<file path="src/hw/pito_mem_macros.svh">
`ifndef PITO_MEM_MACROS_SVH
`define PITO_MEM_MACROS_SVH

// ==============================
// Memory map
// ==============================

// Instruction region, first byte
`define PITO_IMEM_BASE 32'h0020_0000

// Data region follows right after the instruction region
`define PITO_DMEM_BASE 32'h0020_2000

// Both regions are 8 KiB
`define PITO_REGION_BYTES 32'h0000_2000

// ==============================
// Bank geometry
// ==============================

// One bank covers one region of 32-bit words
`define PITO_BANK_WORDS 2048

// Width of a bus data word
`define PITO_DATA_W 32

`endif

</file>
<file path="src/hw/pito_mem_pkg.sv">
`default_nettype none

`include "pito_mem_macros.svh"

package pito_mem_pkg;

  // ==============================
  // Bus payload types
  // ==============================

  typedef logic [`PITO_DATA_W-1:0] bus_data_t;

  // One enable bit per byte lane
  typedef logic [`PITO_DATA_W/8-1:0] bus_be_t;

  // Word index inside one bank
  typedef logic [$clog2(`PITO_BANK_WORDS)-1:0] bank_idx_t;

  // ==============================
  // Address decoding
  // ==============================

  typedef enum logic [1:0] {
    IMEM = 2'd0,
    DMEM = 2'd1,
    NONE = 2'd2
  } mem_region_e;

  // Field layout of a 32-bit address, MSB first
  typedef struct packed {
    logic [17:0] tag;
    logic        bank_sel;
    bank_idx_t   idx;
    logic [1:0]  offset;
  } mem_addr_fields_t;

  // Same address seen flat for range checks or split into fields
  typedef union packed {
    logic [31:0]      flat;
    mem_addr_fields_t fields;
  } mem_addr_u;

endpackage

`default_nettype wire

</file>
<file path="src/hw/pito_bus_arbiter.sv">
`timescale 1ns/1ps
`default_nettype none

module pito_bus_arbiter (
  input  wire logic                   clk_i,
  input  wire logic                   rst_n_i,
  // Host loader port
  input  wire logic                   host_req_i,
  input  wire logic                   host_we_i,
  input  wire logic [31:0]            host_addr_i,
  input  pito_mem_pkg::bus_be_t       host_be_i,
  input  pito_mem_pkg::bus_data_t     host_wdata_i,
  output logic                        host_gnt_o,
  output logic                        host_rvalid_o,
  output pito_mem_pkg::bus_data_t     host_rdata_o,
  output logic                        host_err_o,
  // Core load/store port
  input  wire logic                   core_req_i,
  input  wire logic                   core_we_i,
  input  wire logic [31:0]            core_addr_i,
  input  pito_mem_pkg::bus_be_t       core_be_i,
  input  pito_mem_pkg::bus_data_t     core_wdata_i,
  output logic                        core_gnt_o,
  output logic                        core_rvalid_o,
  output pito_mem_pkg::bus_data_t     core_rdata_o,
  output logic                        core_err_o,
  // Shared internal bus
  output logic                        bus_req_o,
  output logic                        bus_we_o,
  output logic [31:0]                 bus_addr_o,
  output pito_mem_pkg::bus_be_t       bus_be_o,
  output pito_mem_pkg::bus_data_t     bus_wdata_o,
  input  wire logic                   bus_rvalid_i,
  input  pito_mem_pkg::bus_data_t     bus_rdata_i,
  input  wire logic                   bus_err_i
);

  // High when the core wins a tie
  logic prio_core_q;
  // Master that owns the response in flight
  logic resp_core_q;

  // ==============================
  // Grant
  // ==============================

  assign host_gnt_o = host_req_i & (~core_req_i | ~prio_core_q);
  assign core_gnt_o = core_req_i & (~host_req_i | prio_core_q);

  assign bus_req_o   = host_gnt_o | core_gnt_o;
  assign bus_we_o    = core_gnt_o ? core_we_i    : host_we_i;
  assign bus_addr_o  = core_gnt_o ? core_addr_i  : host_addr_i;
  assign bus_be_o    = core_gnt_o ? core_be_i    : host_be_i;
  assign bus_wdata_o = core_gnt_o ? core_wdata_i : host_wdata_i;

  // Pointer moves only when someone is granted
  always_ff @(posedge clk_i or negedge rst_n_i) begin
    if (!rst_n_i) begin
      prio_core_q <= 1'b0;
    end else if (bus_req_o) begin
      prio_core_q <= host_gnt_o;
    end
  end

  // ==============================
  // Response return
  // ==============================

  always_ff @(posedge clk_i or negedge rst_n_i) begin
    if (!rst_n_i) begin
      resp_core_q <= 1'b0;
    end else if (bus_req_o) begin
      resp_core_q <= core_gnt_o;
    end
  end

  assign host_rvalid_o = bus_rvalid_i & ~resp_core_q;
  assign core_rvalid_o = bus_rvalid_i & resp_core_q;

  assign host_err_o = host_rvalid_o & bus_err_i;
  assign core_err_o = core_rvalid_o & bus_err_i;

  // Idle port sees zero data
  assign host_rdata_o = host_rvalid_o ? bus_rdata_i : '0;
  assign core_rdata_o = core_rvalid_o ? bus_rdata_i : '0;

endmodule

`default_nettype wire

</file>
<file path="config.mk">
export PLATFORM = sky130hd
export DESIGN_NAME = pito_bus_arbiter
export DESIGN_NICKNAME = d
export VERILOG_FILES = /design/src/hw/pito_mem_pkg.sv /design/src/hw/pito_bus_arbiter.sv
export VERILOG_INCLUDE_DIRS = /design/src /design/src/hw
export SDC_FILE = /design/constraint.sdc
export NUM_CORES = 1
export LEC_CHECK = 0
export BUFFER_PORTS_ARGS = -buffer_cell sky130_fd_sc_hd__buf_2
export CORE_AREA = 2 2 121 123
export CTS_BUF_LIST = sky130_fd_sc_hd__clkbuf_4 sky130_fd_sc_hd__clkbuf_8
export DETAILED_ROUTE_END_ITERATION = 6
export DIE_AREA = 0 0 123 125
export PLACE_DENSITY_LB_ADDON = 0.05
export SYNTH_ARGS = -nofsm -noshare
export SYNTH_HDL_FRONTEND = slang
export SYNTH_SLANG_ARGS = --single-unit
</file>
<file path="constraint.sdc">
create_clock -name clk_i -period 1.7 [get_ports clk_i]
set_clock_uncertainty 0.1 [all_clocks]
set_input_delay 0.34 -clock clk_i [delete_from_list [all_inputs] [get_ports clk_i]]
set_output_delay 0.34 -clock clk_i [all_outputs]
set_load 0.005 [all_outputs]
</file>
# After elaboration in Yosys (flattened, before gate mapping)
# Index checks and enable logic that the tools add are counted.
# Widths: inputs -> output; s select.
[word_totals] reg_bits=2 latchBits=0 ramBits=0 rom_bits=0 in_bits=176 out_inout_bits=140 word_cells=21 mem_count=0
[classes] addsub=0 mul=0 n_div=0 n_lt_le_gt_ge=0 eq_ne=0 n_shift=0 mux=6 n_bitwise=13 reduce_logical=0
[ops] operator="$mux 32" count=4
[ops] operator="$and 1x1->1" count=6
[ops] operator="$mux 4" count=1
[ops] operator="$not 1->1" count=4
[ops] operator="$or 1x1->1" count=3
[ops] operator="$mux 1" count=1

# Depth between registers and ports, before layout
[depth] depth_word=4 ltp_mapped=4 depth_no_buf=3

# Worst setup path before layout
# Ideal clock, no wire load.
[synth_timing] path_type="reg-to-output" startpoint="reg prio_core_q" endpoint="out bus_addr_o[16]" arrival_ns=1.207 required_ns=1.260 setup_slack_ns=0.053 path_stages_with_launch=4 path_buffers=1 path_cell_list="dfrtp_1 o21ai_4 buf_4 mux2_2"
[synth_via] elab_chain_cells=3
[synth_rtl] item="start, declared" line_no="pito_bus_arbiter.sv:39" text="logic prio_core_q;"
[synth_rtl] item="start signal, assigned" line_no="pito_bus_arbiter.sv:61" text="prio_core_q <= host_gnt_o;"
[synth_rtl] item="$or 1x1->1" line_no="pito_bus_arbiter.sv:48" text="assign core_gnt_o = core_req_i & (~host_req_i | prio_core_q);"
[synth_rtl] item="$and 1x1->1" line_no="pito_bus_arbiter.sv:48"
[synth_rtl] item="$mux 32" line_no="pito_bus_arbiter.sv:52" text="assign bus_addr_o = core_gnt_o ? core_addr_i : host_addr_i;"
[synth_rtl] item="end, declared" line_no="pito_bus_arbiter.sv:30" text="output logic [31:0] bus_addr_o,"
# No other way between the ends.

# Worst setup path after layout
[layout_timing] startpoint="reg prio_core_q" endpoint="out bus_wdata_o[16]"
[layout_via] elab_chain_cells=3
[layout_rtl] item="$or 1x1->1" line_no="pito_bus_arbiter.sv:48"
[layout_rtl] item="$and 1x1->1" line_no="pito_bus_arbiter.sv:48"
[layout_rtl] item="$mux 32" line_no="pito_bus_arbiter.sv:54" text="assign bus_wdata_o = core_gnt_o ? core_wdata_i : host_wdata_i;"
[layout_rtl] item="end, declared" line_no="pito_bus_arbiter.sv:32" text="output pito_mem_pkg::bus_data_t bus_wdata_o,"
# No other way between the ends.

==> results.yml <==
cts:
  clock_path_buffers: 2
  cts_made_buffers: 3
  clkLatencyLatePin_ns: 0.21
  clk_pin_slew_ns: 0.03
  cts_sinks: 2
  clockRootBuffer: "clkbuf_8"
  h-tree-depth: 1
  cts_tree: "done"
synth:
  synth_nets: 340
  yosysUniqueCellTypes: 14
  ys_seq_area_share_pct: 3.55
  synth_area_um2: 1410
  synth-edff-count: 0
  synth_ff_type: "dfrtp_1"
  synth.top_cells.by_count: "mux2_2 (63), and2_1 (34), and3_1 (33), clkbuf_1 (9), mux2_1 (6)"
  synthArstFlopShare_pct: 100
  synth_top_area_share_pct: 50.3
  yosysTopAreaCell: "mux2_2"
  ys_ff_latch: 2
  synth_area_leaders: "mux2_2 (50%), and2_1 (15%), and3_1 (15%)"
  syn_area_per_cell_um2: 8.60
  synth_most_common_cell: "mux2_2"
  yosys_warnings: 0
  synth_cells: 164
grt:
  overflow: 0
  grt_use_met3_pct: 2.10
  grt_util_all_layers_pct: 11.1
  grt_pass1_vias: 2570
  grt_antenna_before_repair: 0
  grt_pass1_wl_um: 13300
  use_met1_pct: 10.4
  grt_util_met2_pct: 23.7
  top_usage_layer: "met2"
  grt_start_max_net_pins: 36
setup_path:
  critPathMaxFanout: 16
  worst_ep_required_time_ns: 1.26
  critPathLaunchType: "register"
  crit_path_end_kind: "output pin"
  arrival_ns: 1.56
  path_class: "register to output pin"
pwr:
  total_power_w: 0.00145
  power_density_nw_per_um2: 363
  power.leakage_nw: 2.37
  ir_drop_mv: 0.135
drt:
  drc: 0
  num_vias: 2559
  ant_nets: 0
  drt_pass1_iterations: 4
  first_iter_violations: 21
  wire_per_inst_um: 14.3
  detail_route.vias_per_cell: 3.79
  wl_um: 9650
placement:
  numPortBuffers: 315
  dp_hpwl_um: 8060
  gp_congestion: 0.795
timing:
  slew_headroom_pct: 80.2
  rsz0062_at_grt: "yes"
  post-route-period-util_pct: 117
  period_needed_ns: 2.00
  hold_viol: 0
  setup_slack_ns: -0.295
  worstMarginPinSlew_ns: 0.297
  maxSlewViolCount: 0
  max_freq_mhz: 501
  setup_viol: 102
layout:
  n_antenna_cell: 0
  syn2layout_area_growth_pct: 184
  nets: 670
  layout-drive-gt1-share_pct: 90.4
  fin_util_pct: 28.2
min_path:
  hp-class: "primary input to register"
floorplan:
  ios: 316
  die-width_um: 123
  dieArea_um2: 15400
  initial_core_util_pct: 9.93
  core_um2: 14200
  die_y_um: 125
  rows: 44
run:
  drv_cap: 0
status:
  violations: "negative setup slack"
  outcome: "complete, but fails checks"
## kinds of logic after synthesis
group	synth area share, %
AND/OR/NAND/NOR	31.5
buffers and inverters	7.99
multiplexers	55.1
AO/OA/AOI/OAI	1.86
flip-flops	3.55
## worst max-delay path, cell delays in order (launching register included)
cell and delay, ns:
dfrtp_1 0.40, o21ai_4 0.16, buf_12 0.17, buf_12 0.16, mux2_2 0.33, buf_2 0.13
## path summary, 6_finish.rpt
check / start / end / slack, ns / cells past startpoint
max in group asynchronous: rst_n_i / prio_core_q$_DFFE_PN0P_ / 1.01 / 2
min in group asynchronous: rst_n_i / resp_core_q$_DFFE_PN0P_ / 0.39 / 2
max: prio_core_q$_DFFE_PN0P_ / bus_wdata_o[16] / -0.30 / 5
min reg2reg: prio_core_q$_DFFE_PN0P_ / prio_core_q$_DFFE_PN0P_ / 0.52 / 2
min: core_req_i / prio_core_q$_DFFE_PN0P_ / 0.37 / 3
max reg2reg: prio_core_q$_DFFE_PN0P_ / resp_core_q$_DFFE_PN0P_ / 0.71 / 3
## flip-flops by register name, summed over array words and instances, names as in the netlist
name         flops
resp_core_q      1
prio_core_q      1
## repair_timing
item                                   4_1_cts  5_1_grt
cloned                                       1        3
endpoints found under the hold margin        2        0
pin swaps                                    9       24
setup endpoints to repair                   94      105
setup buffers                                2        0
hold buffers                                 1        0
resized for setup                           38       83
## power breakdown
part | internal [W] | switching [W] | total (W)
Sequential | 0.0000544 | 0.00000605 | 0.0000605
Clock | 0.000149 | 0.0000331 | 0.000182
Combinational | 0.000787 | 0.000420 | 0.00121
Total | 0.000991 | 0.000459 | 0.00145
## cell usage in the layout, fill, tap and decap left out, types with 2 or more instances in the layout
master,instances
buf_2,259
dfrtp_1,2
and3_1,33
mux2_1,3
mux2_4,24
mux2_2,42
buf_12,4
buf_4,14
buf_6,59
nor2_1,3
clkbuf_8,3
inv_1,2
and2_4,33
a21oi_1,2
clkbuf_16,2
## layer usage
metal,wire length (µm),up-vias,part of all wire [%]
met5,0,-,0
met4,82,0,0.85
met3,903,2,9.4
met2,5650,163,59
met1,3010,1151,31
li1,-,1243,-
## layout make-up
| cell class | count | area [µm²] |
|---|---|---|
| fillers | 1540 | 10200 |
| repair buffers | 341 | 2250 |
| multi-input cells | 144 | 1420 |
| well taps | 184 | 230 |
| flip-flops and latches | 2 | 50.0 |
| clock buffers | 3 | 41.3 |
| inverters | 2 | 7.51 |
## through the flow
step | setup WS (ns) | hold WS, ns | setup TNS, ns | instance area, µm² | std cells
2_1_floorplan | 0.0533 | -0.0556 | 0 | 1410 | 164
3_3_place_gp | -0.213 | 0.0296 | -12.96 | 3300 | 666
3_5_place_dp | -0.218 | 0.0270 | -12.64 | 3300 | 666
4_1_cts | -0.317 | 0.372 | -20.28 | 3570 | 673
5_1_grt | -0.379 | 0.375 | -27.88 | 4000 | 676
6_report | -0.295 | 0.373 | -20.60 | 4000 | 676
(Power assumes the default switching activity.)
