## config.mk

```make
export PLATFORM = sky130hd
export DESIGN_NAME = pito_addr_decoder
export DESIGN_NICKNAME = d
export VERILOG_FILES = /design/src/hw/pito_mem_pkg.sv /design/src/hw/pito_addr_decoder.sv
export VERILOG_INCLUDE_DIRS = /design/src /design/src/hw
export SDC_FILE = /design/constraint.sdc
export NUM_CORES = 1
export LEC_CHECK = 0
export BUFFER_PORTS_ARGS = -buffer_cell sky130_fd_sc_hd__buf_2
export CELL_PAD_IN_SITES_DETAIL_PLACEMENT = 1
export CELL_PAD_IN_SITES_GLOBAL_PLACEMENT = 1
export CORE_AREA = 2 2 106 108
export DETAILED_ROUTE_END_ITERATION = 7
export DIE_AREA = 0 0 108 110
export GPL_ROUTABILITY_DRIVEN = 0
export PLACE_DENSITY = 0.76
export SYNTH_ARGS = -nofsm -noshare
export SYNTH_HDL_FRONTEND = slang
export SYNTH_SLANG_ARGS = --single-unit
```

## constraint.sdc

```tcl
create_clock -name clk_i -period 1.77 [get_ports clk_i]
set_input_delay 0.354 -clock clk_i [delete_from_list [all_inputs] [get_ports clk_i]]
set_output_delay 0.354 -clock clk_i [all_outputs]
set_load 0.05 [all_outputs]
```

## src/hw/pito_mem_macros.svh

```systemverilog
`ifndef PITO_MEM_MACROS_SVH
`define PITO_MEM_MACROS_SVH

// ==============================
// Memory map
// ==============================

// Instruction region, first byte
`define PITO_IMEM_BASE 32'h0020_0000

// Data region follows right after the instruction region
`define PITO_DMEM_BASE 32'h0020_2000

// Both regions are 8 KiB
`define PITO_REGION_BYTES 32'h0000_2000

// ==============================
// Bank geometry
// ==============================

// One bank covers one region of 32-bit words
`define PITO_BANK_WORDS 2048

// Width of a bus data word
`define PITO_DATA_W 32

`endif

```

## src/hw/pito_mem_pkg.sv

```systemverilog
`default_nettype none

`include "pito_mem_macros.svh"

package pito_mem_pkg;

  // ==============================
  // Bus payload types
  // ==============================

  typedef logic [`PITO_DATA_W-1:0] bus_data_t;

  // One enable bit per byte lane
  typedef logic [`PITO_DATA_W/8-1:0] bus_be_t;

  // Word index inside one bank
  typedef logic [$clog2(`PITO_BANK_WORDS)-1:0] bank_idx_t;

  // ==============================
  // Address decoding
  // ==============================

  typedef enum logic [1:0] {
    IMEM = 2'd0,
    DMEM = 2'd1,
    NONE = 2'd2
  } mem_region_e;

  // Field layout of a 32-bit address, MSB first
  typedef struct packed {
    logic [17:0] tag;
    logic        bank_sel;
    bank_idx_t   idx;
    logic [1:0]  offset;
  } mem_addr_fields_t;

  // Same address seen flat for range checks or split into fields
  typedef union packed {
    logic [31:0]      flat;
    mem_addr_fields_t fields;
  } mem_addr_u;

endpackage

`default_nettype wire

```

## src/hw/pito_addr_decoder.sv

```systemverilog
`timescale 1ns/1ps
`default_nettype none

`include "pito_mem_macros.svh"

module pito_addr_decoder (
  input  wire logic                   clk_i,
  input  wire logic                   rst_n_i,
  // Granted request from the arbiter
  input  wire logic                   bus_req_i,
  input  wire logic                   bus_we_i,
  input  wire logic [31:0]            bus_addr_i,
  input  pito_mem_pkg::bus_be_t       bus_be_i,
  input  pito_mem_pkg::bus_data_t     bus_wdata_i,
  output logic                        bus_rvalid_o,
  output pito_mem_pkg::bus_data_t     bus_rdata_o,
  output logic                        bus_err_o,
  // Instruction bank
  output logic                        imem_req_o,
  output logic                        imem_we_o,
  output pito_mem_pkg::bank_idx_t     imem_idx_o,
  output pito_mem_pkg::bus_be_t       imem_be_o,
  output pito_mem_pkg::bus_data_t     imem_wdata_o,
  input  pito_mem_pkg::bus_data_t     imem_rdata_i,
  input  wire logic                   imem_rvalid_i,
  // Data bank
  output logic                        dmem_req_o,
  output logic                        dmem_we_o,
  output pito_mem_pkg::bank_idx_t     dmem_idx_o,
  output pito_mem_pkg::bus_be_t       dmem_be_o,
  output pito_mem_pkg::bus_data_t     dmem_wdata_o,
  input  pito_mem_pkg::bus_data_t     dmem_rdata_i,
  input  wire logic                   dmem_rvalid_i
);

  import pito_mem_pkg::*;

  localparam logic [31:0] IMEM_LIMIT = `PITO_IMEM_BASE + `PITO_REGION_BYTES;
  localparam logic [31:0] DMEM_LIMIT = `PITO_DMEM_BASE + `PITO_REGION_BYTES;

  mem_addr_u   addr_u;
  mem_region_e region;
  mem_region_e region_q;
  logic        err_q;

  // ==============================
  // Request steering
  // ==============================

  assign addr_u.flat = bus_addr_i;

  // Range check on the flat byte address
  always_comb begin
    region = NONE;
    if (addr_u.flat >= `PITO_IMEM_BASE && addr_u.flat < IMEM_LIMIT) begin
      region = IMEM;
    end else if (addr_u.flat >= `PITO_DMEM_BASE && addr_u.flat < DMEM_LIMIT) begin
      region = DMEM;
    end
  end

  assign imem_req_o   = bus_req_i & (region == IMEM);
  assign imem_we_o    = bus_we_i;
  assign imem_idx_o   = addr_u.fields.idx;
  assign imem_be_o    = bus_be_i;
  assign imem_wdata_o = bus_wdata_i;

  assign dmem_req_o   = bus_req_i & (region == DMEM);
  assign dmem_we_o    = bus_we_i;
  assign dmem_idx_o   = addr_u.fields.idx;
  assign dmem_be_o    = bus_be_i;
  assign dmem_wdata_o = bus_wdata_i;

  // ==============================
  // Response path
  // ==============================

  // Region and error line up with the bank rvalid cycle
  always_ff @(posedge clk_i or negedge rst_n_i) begin
    if (!rst_n_i) begin
      region_q <= NONE;
      err_q    <= 1'b0;
    end else begin
      err_q <= bus_req_i & (region == NONE);
      if (bus_req_i) begin
        region_q <= region;
      end
    end
  end

  always_comb begin
    case (region_q)
      IMEM:    bus_rdata_o = imem_rdata_i;
      DMEM:    bus_rdata_o = dmem_rdata_i;
      default: bus_rdata_o = '0;
    endcase
  end

  assign bus_rvalid_o = (imem_rvalid_i & (region_q == IMEM))
                      | (dmem_rvalid_i & (region_q == DMEM))
                      | err_q;
  assign bus_err_o    = err_q;

endmodule

`default_nettype wire

```

# Word level (Yosys, flattened, before mapping)
# Index checks and enable logic that the tools add are counted.
[totals]
ff_bits = 3
in_bits = 138
output_inout_bits = 132
word_cells = 23
[op_classes]
order_cmp = 4
eq_ne = 3
muxes = 3
n_bitwise = 7
n_reduce_logical = 4
[ops]
columns = ["op", "count"]
rows = [
  ["greater-or-equal comparator 32 x 22 -> 1 bit (second input constant)", 2],
  ["< comparator 32 x 22 -> 1 bit (second input constant)", 2],
  ["one-hot mux 32 bit (2 select lines)", 1],
  ["AND 1 bit", 5],
  ["equality test 2 x 1 -> 1 bit (second input constant)", 2],
  ["logical NOT 2 bit", 2],
  ["two-way mux 2 bit", 2],
  ["equality test 2 bit (second input constant)", 1],
  ["logical AND 1 bit", 2],
  ["bitwise OR 1 bit", 2],
]

# Longest topological paths before layout
[depth]
word_depth = 6
mapped_depth = 4
mapped_depth_nobuf = 3

# Worst setup path before layout
# No wires, ideal clock.
[synth_path]
path_kind = "input to output"
from = "input port bus_addr_i[20]"
to = "output port imem_req_o"
arrival_ns = 1.510
required_ns = 1.416
slack_ns = -0.094
stages = 3
path_buffers = 0
cell_sequence = "nor4_4 nand4_2 nor3_2"
[synth_via]
elab_chain_len = 6
[synth_lines]
columns = ["item", "line_no", "text"]
rows = [
  ["start: declaration", "pito_addr_decoder.sv:12", "input wire logic [31:0] bus_addr_i,"],
  ["greater-or-equal comparator 32 x 22 -> 1 bit (no source line) / < comparator 32 x 22 -> 1 bit (equally long branches)", "-", ""],
  ["logical AND 1 bit", "pito_addr_decoder.sv:57", "end else if (addr_u.flat >= `PITO_DMEM_BASE && addr_u.flat < DMEM_LIMIT) begin"],
  ["two-way mux 2 bit", "pito_addr_decoder.sv:57", ""],
  ["two-way mux 2 bit (*)", "pito_addr_decoder.sv:55", "if (addr_u.flat >= `PITO_IMEM_BASE && addr_u.flat < IMEM_LIMIT) begin"],
  ["logical NOT 2 bit (*)", "pito_addr_decoder.sv:62", "assign imem_req_o = bus_req_i & (region == IMEM);"],
  ["AND 1 bit (*)", "pito_addr_decoder.sv:62", ""],
  ["end: declaration", "pito_addr_decoder.sv:19", "output logic imem_req_o,"],
]
# Every way passes the cells marked *; elsewhere a longest branch is shown, timed or not.

# Final worst setup path
[layout_path]
from = "register region_q[0]"
to = "output port bus_rdata_o[7]"
[layout_via]
elab_chain_len = 2
[layout_lines]
columns = ["item", "line_no", "text"]
rows = [
  ["start: declaration", "pito_addr_decoder.sv:43", "mem_region_e region_q;"],
  ["start signal: assignment", "pito_addr_decoder.sv:86", "region_q <= region;"],
  ["equality test 2 x 1 -> 1 bit / logical NOT 2 bit (equally long branches)", "pito_addr_decoder.sv:92", "case (region_q)"],
  ["one-hot mux 32 bit (2 select lines) (*)", "pito_addr_decoder.sv:92", ""],
  ["end: declaration", "pito_addr_decoder.sv:16", "output pito_mem_pkg::bus_data_t bus_rdata_o,"],
]
# Marks and branches as above.

==> summary by stage <==
Synthesis
The biggest area contributor in the post-synthesis netlist is buf_4. After Yosys synthesis, full adders, half adders and majority gates account for 0% of the synthesized area. The count of different cell masters after synthesis is 22. The synthesized netlist devotes 17.39% of its cell area to simple gates. Sorting the synthesized cells by area gives the leading types as buf_4 (50%), mux2i_1 (22%), nor2_1 (8.7%). The parity-gate share of the synthesized area counting xor and xnor cells is 0%. The area fraction of the dominant cell type after synthesis is 50.38%.

The portion of synthesized area spent on multiplexers is 22.39%. Summing the areas of all compound-gate instances in the mapped netlist gives 2.969% of the synthesized area. The flip-flop and latch count after synthesis is 3. The share of flip-flops with an asynchronous set or reset after synthesis is 100.0%. Sequential cells were found to cover 5.174% of the synthesized design area. The Yosys step of the flow raised 0 warnings. By area, the combinational part of the netlist is dominated by buffers and inverters. The most used flip-flop cell after synthesis is dfrtp_1. Yosys mapped a number of flops with a built-in enable equal to 0. The synthesized netlist net count is 330. The synthesized cell area is 0.001475 mm^2.

The cell count after synthesis is 192. In this run the mean area of a mapped cell was 7.683 um^2.

Job
Across the run, the number of max-cap violations was 0.

STA
The final count of hold timing violations is 0. The count of pins over their slew limit is 0. Timing would allow up to 0.5738 GHz. The post-layout worst setup margin is 0.02709 ns.

The setup clock skew after layout is 0 ns. Setup repair after global routing could not meet its margin everywhere. At the pin with the least slew margin, the transition time is 0.2798 ns. Headroom to the max-slew limit came out at 81.20%. The share of the clock period used by the worst path is 98.47%. The number of setup violations in the final report is 0.

The sum of negative setup slack is 0 ns. The time the worst path needs with I/O delays and setup is 1.743 ns.

Routing
The total number of vias is 1,283. The via density per instance is 3.564. The number of detailed-routing iterations run before antenna repair is 3.

The overall routed net length is 4281 um. The DRC marker count from the first detailed-route iteration is 23. The remaining antenna violation count after routing is 0. The remaining design rule violation count is 0. The average routed wire per standard cell is 11.89 um.

Power
The areal power density over the cells is 253.8 mW/mm^2. The peak supply drop is 0.1974 mV. In this run the static leakage power is 0.7812 nW.

Final layout
Compared with the post-synthesis result, the final layout area differs by 18.49%. The fraction of layout instances using a drive strength above 1 is 77.73%. The finished cells cover 0.001748 mm^2. The final layout contains 359 nets. The number of diodes added for antenna fixing is 0. The finished layout holds 360 standard cells, fillers aside.

Floorplan
The number of top-level pins is 270. The area of the placeable core is 0.01070 mm^2. For this configuration, the core starts out at a cell density of 13.79%. The die area is 0.01188 mm^2. In this run the horizontal extent of the chip is 108 um.

The site row count is 38. From bottom edge to top edge, the die measures 110 um.

Worst setup path
At the worst endpoint, the required time is 1.42 ns. The worst register-to-register path has a depth of 1. STA classifies the critical path endpoint as a primary output. The critical path start-end classification is reg -> out. In this run the worst path has a maximum fanout of 17.

The worst setup path is launched from a flip-flop. Data on the critical path arrives at its endpoint at 1.39 ns.

Global route
The number of global-route vias before repair came to 1,278. The global-route wire length before repair is 5865 um. The pin count of the biggest net entering global routing is 34. Summed over all layers, the global routing overflow is 0.

The initial antenna violation count is 0. Global routing used 6.167% of the available tracks.

CTS
The clock tree from TritonCTS is done. The library cell used as clock root buffer is clkbuf_8. Clock-pin slew was measured on the worst setup and hold paths at 0.03 ns. The post-CTS setup-driven buffer insertion count is 0. The clock sink total is 3.

The number of CTS-inserted buffers is 3. The total number of H-tree levels is 1. The later pin in the worst-skew pair is clocked with a latency of 0.21 ns. The number of buffers on the longest clock path is 2.

Outcome
The flow ran to the end, and the final reports show no timing, DRC or antenna violations.

Placement
The count of buffers added on input and output ports is 123. OpenSTA, run right after detailed placement, puts the worst setup slack at -0.01083 ns. The HPWL after detailed placement is 3439 um. The number of placed instances, taps included, is 354. After detailed placement, the total cell area comes to 0.001623 mm^2.

Worst hold path
The kind of path behind the tightest hold check is in -> reg. The depth of the worst hold-timing path is 2.
layout make-up:
| type | count | area, um^2 |
|---|---|---|
| clock buffers | 4 | 45.04 |
| fillers | 1313 | 8950 |
| inverters | 1 | 3.754 |
| multi-input cells | 84 | 726.9 |
| flip-flops and latches | 3 | 77.57 |
| well taps | 140 | 175.2 |
| repair buffers | 128 | 719.4 |
cell families after synthesis:
family | Yosys count
and+or+nand+nor | 45
buffers and inverters | 105
muxes | 33
AOI/OAI and AO/OA | 6
DFF | 3
per-stage QoR:
stage	total power (W)	hold WS (ns)	utilization [%]
2_1_floorplan	0.0007070	0.05841	-
3_3_place_gp	0.0002327	0.1492	15.17
3_5_place_dp	0.0002414	0.1509	15.17
4_1_cts	0.0004502	0.3673	15.78
5_1_grt	0.0004760	0.3913	16.34
6_report	0.0004437	0.3823	16.34
layer usage:
layer	vias to the layer above	track usage [%]	part of all wire, %
li1	585	-	-
met1	554	5.120	30
met2	113	12.17	50
met3	31	2.528	15
met4	0	3.571	4.1
met5	-	0	0
power breakdown:
group	total (W)	leakage [nW]	switching [W]	internal, W
Clock	0.000197	0.0228	0.0000434	0.000153
Sequential	0.0000715	0.0345	0.00000111	0.0000703
Combinational	0.000175	0.724	0.0000780	0.0000974
worst max-delay path, cell delays in order, from the launching register on:
cell and delay (ns):
dfrtp_2 0.45, buf_12 0.18, mux2i_2 0.16, nor2_2 0.09, buf_2 0.27
sequential cells by signal, summed over array words and instances, names as in the netlist:
name and count:
region_q 2, bus_err_o 1
cells in the mapped netlist (all sizes together) (2+ instances only):
| master | instances |
|---|---|
| nand4 | 2 |
| nor2 | 34 |
| nor3 | 3 |
| nor4 | 3 |
| mux2i | 33 |
| clkbuf | 3 |
| buf | 101 |
| dfrtp | 2 |
worst paths after layout:
kind,start,end,slack (ns)
min reg2reg,region_q[1]$_DFFE_PN1P_,region_q[1]$_DFFE_PN1P_,0.58
min in group asynchronous,rst_n_i,bus_err_o$_DFF_PN0_,0.50
max in group asynchronous,rst_n_i,region_q[1]$_DFFE_PN1P_,1.08
max reg2reg,region_q[1]$_DFFE_PN1P_,region_q[1]$_DFFE_PN1P_,1.03
max,region_q[0]$_DFFE_PN0P_,bus_rdata_o[7],0.03
min,bus_req_i,region_q[0]$_DFFE_PN0P_,0.38
placed cells by master (no fill, tap or decap), types with 2 or more instances in the layout:
master,instances
clkbuf_8,3
buf_2,116
buf_4,3
nor2_2,29
nor2_1,5
buf_12,2
nor3_1,2
mux2i_1,29
nor4_4,3
mux2i_2,4
clkbuf_4,4
what timing repair did:
item,CTS,global route
hold endpoints to repair,2,0
gates resized for setup,3,12
setup endpoints to repair,3,29
hold buffers,1,0
gates cloned,0,1
pin swaps,0,1
(Power assumes the default switching activity.)
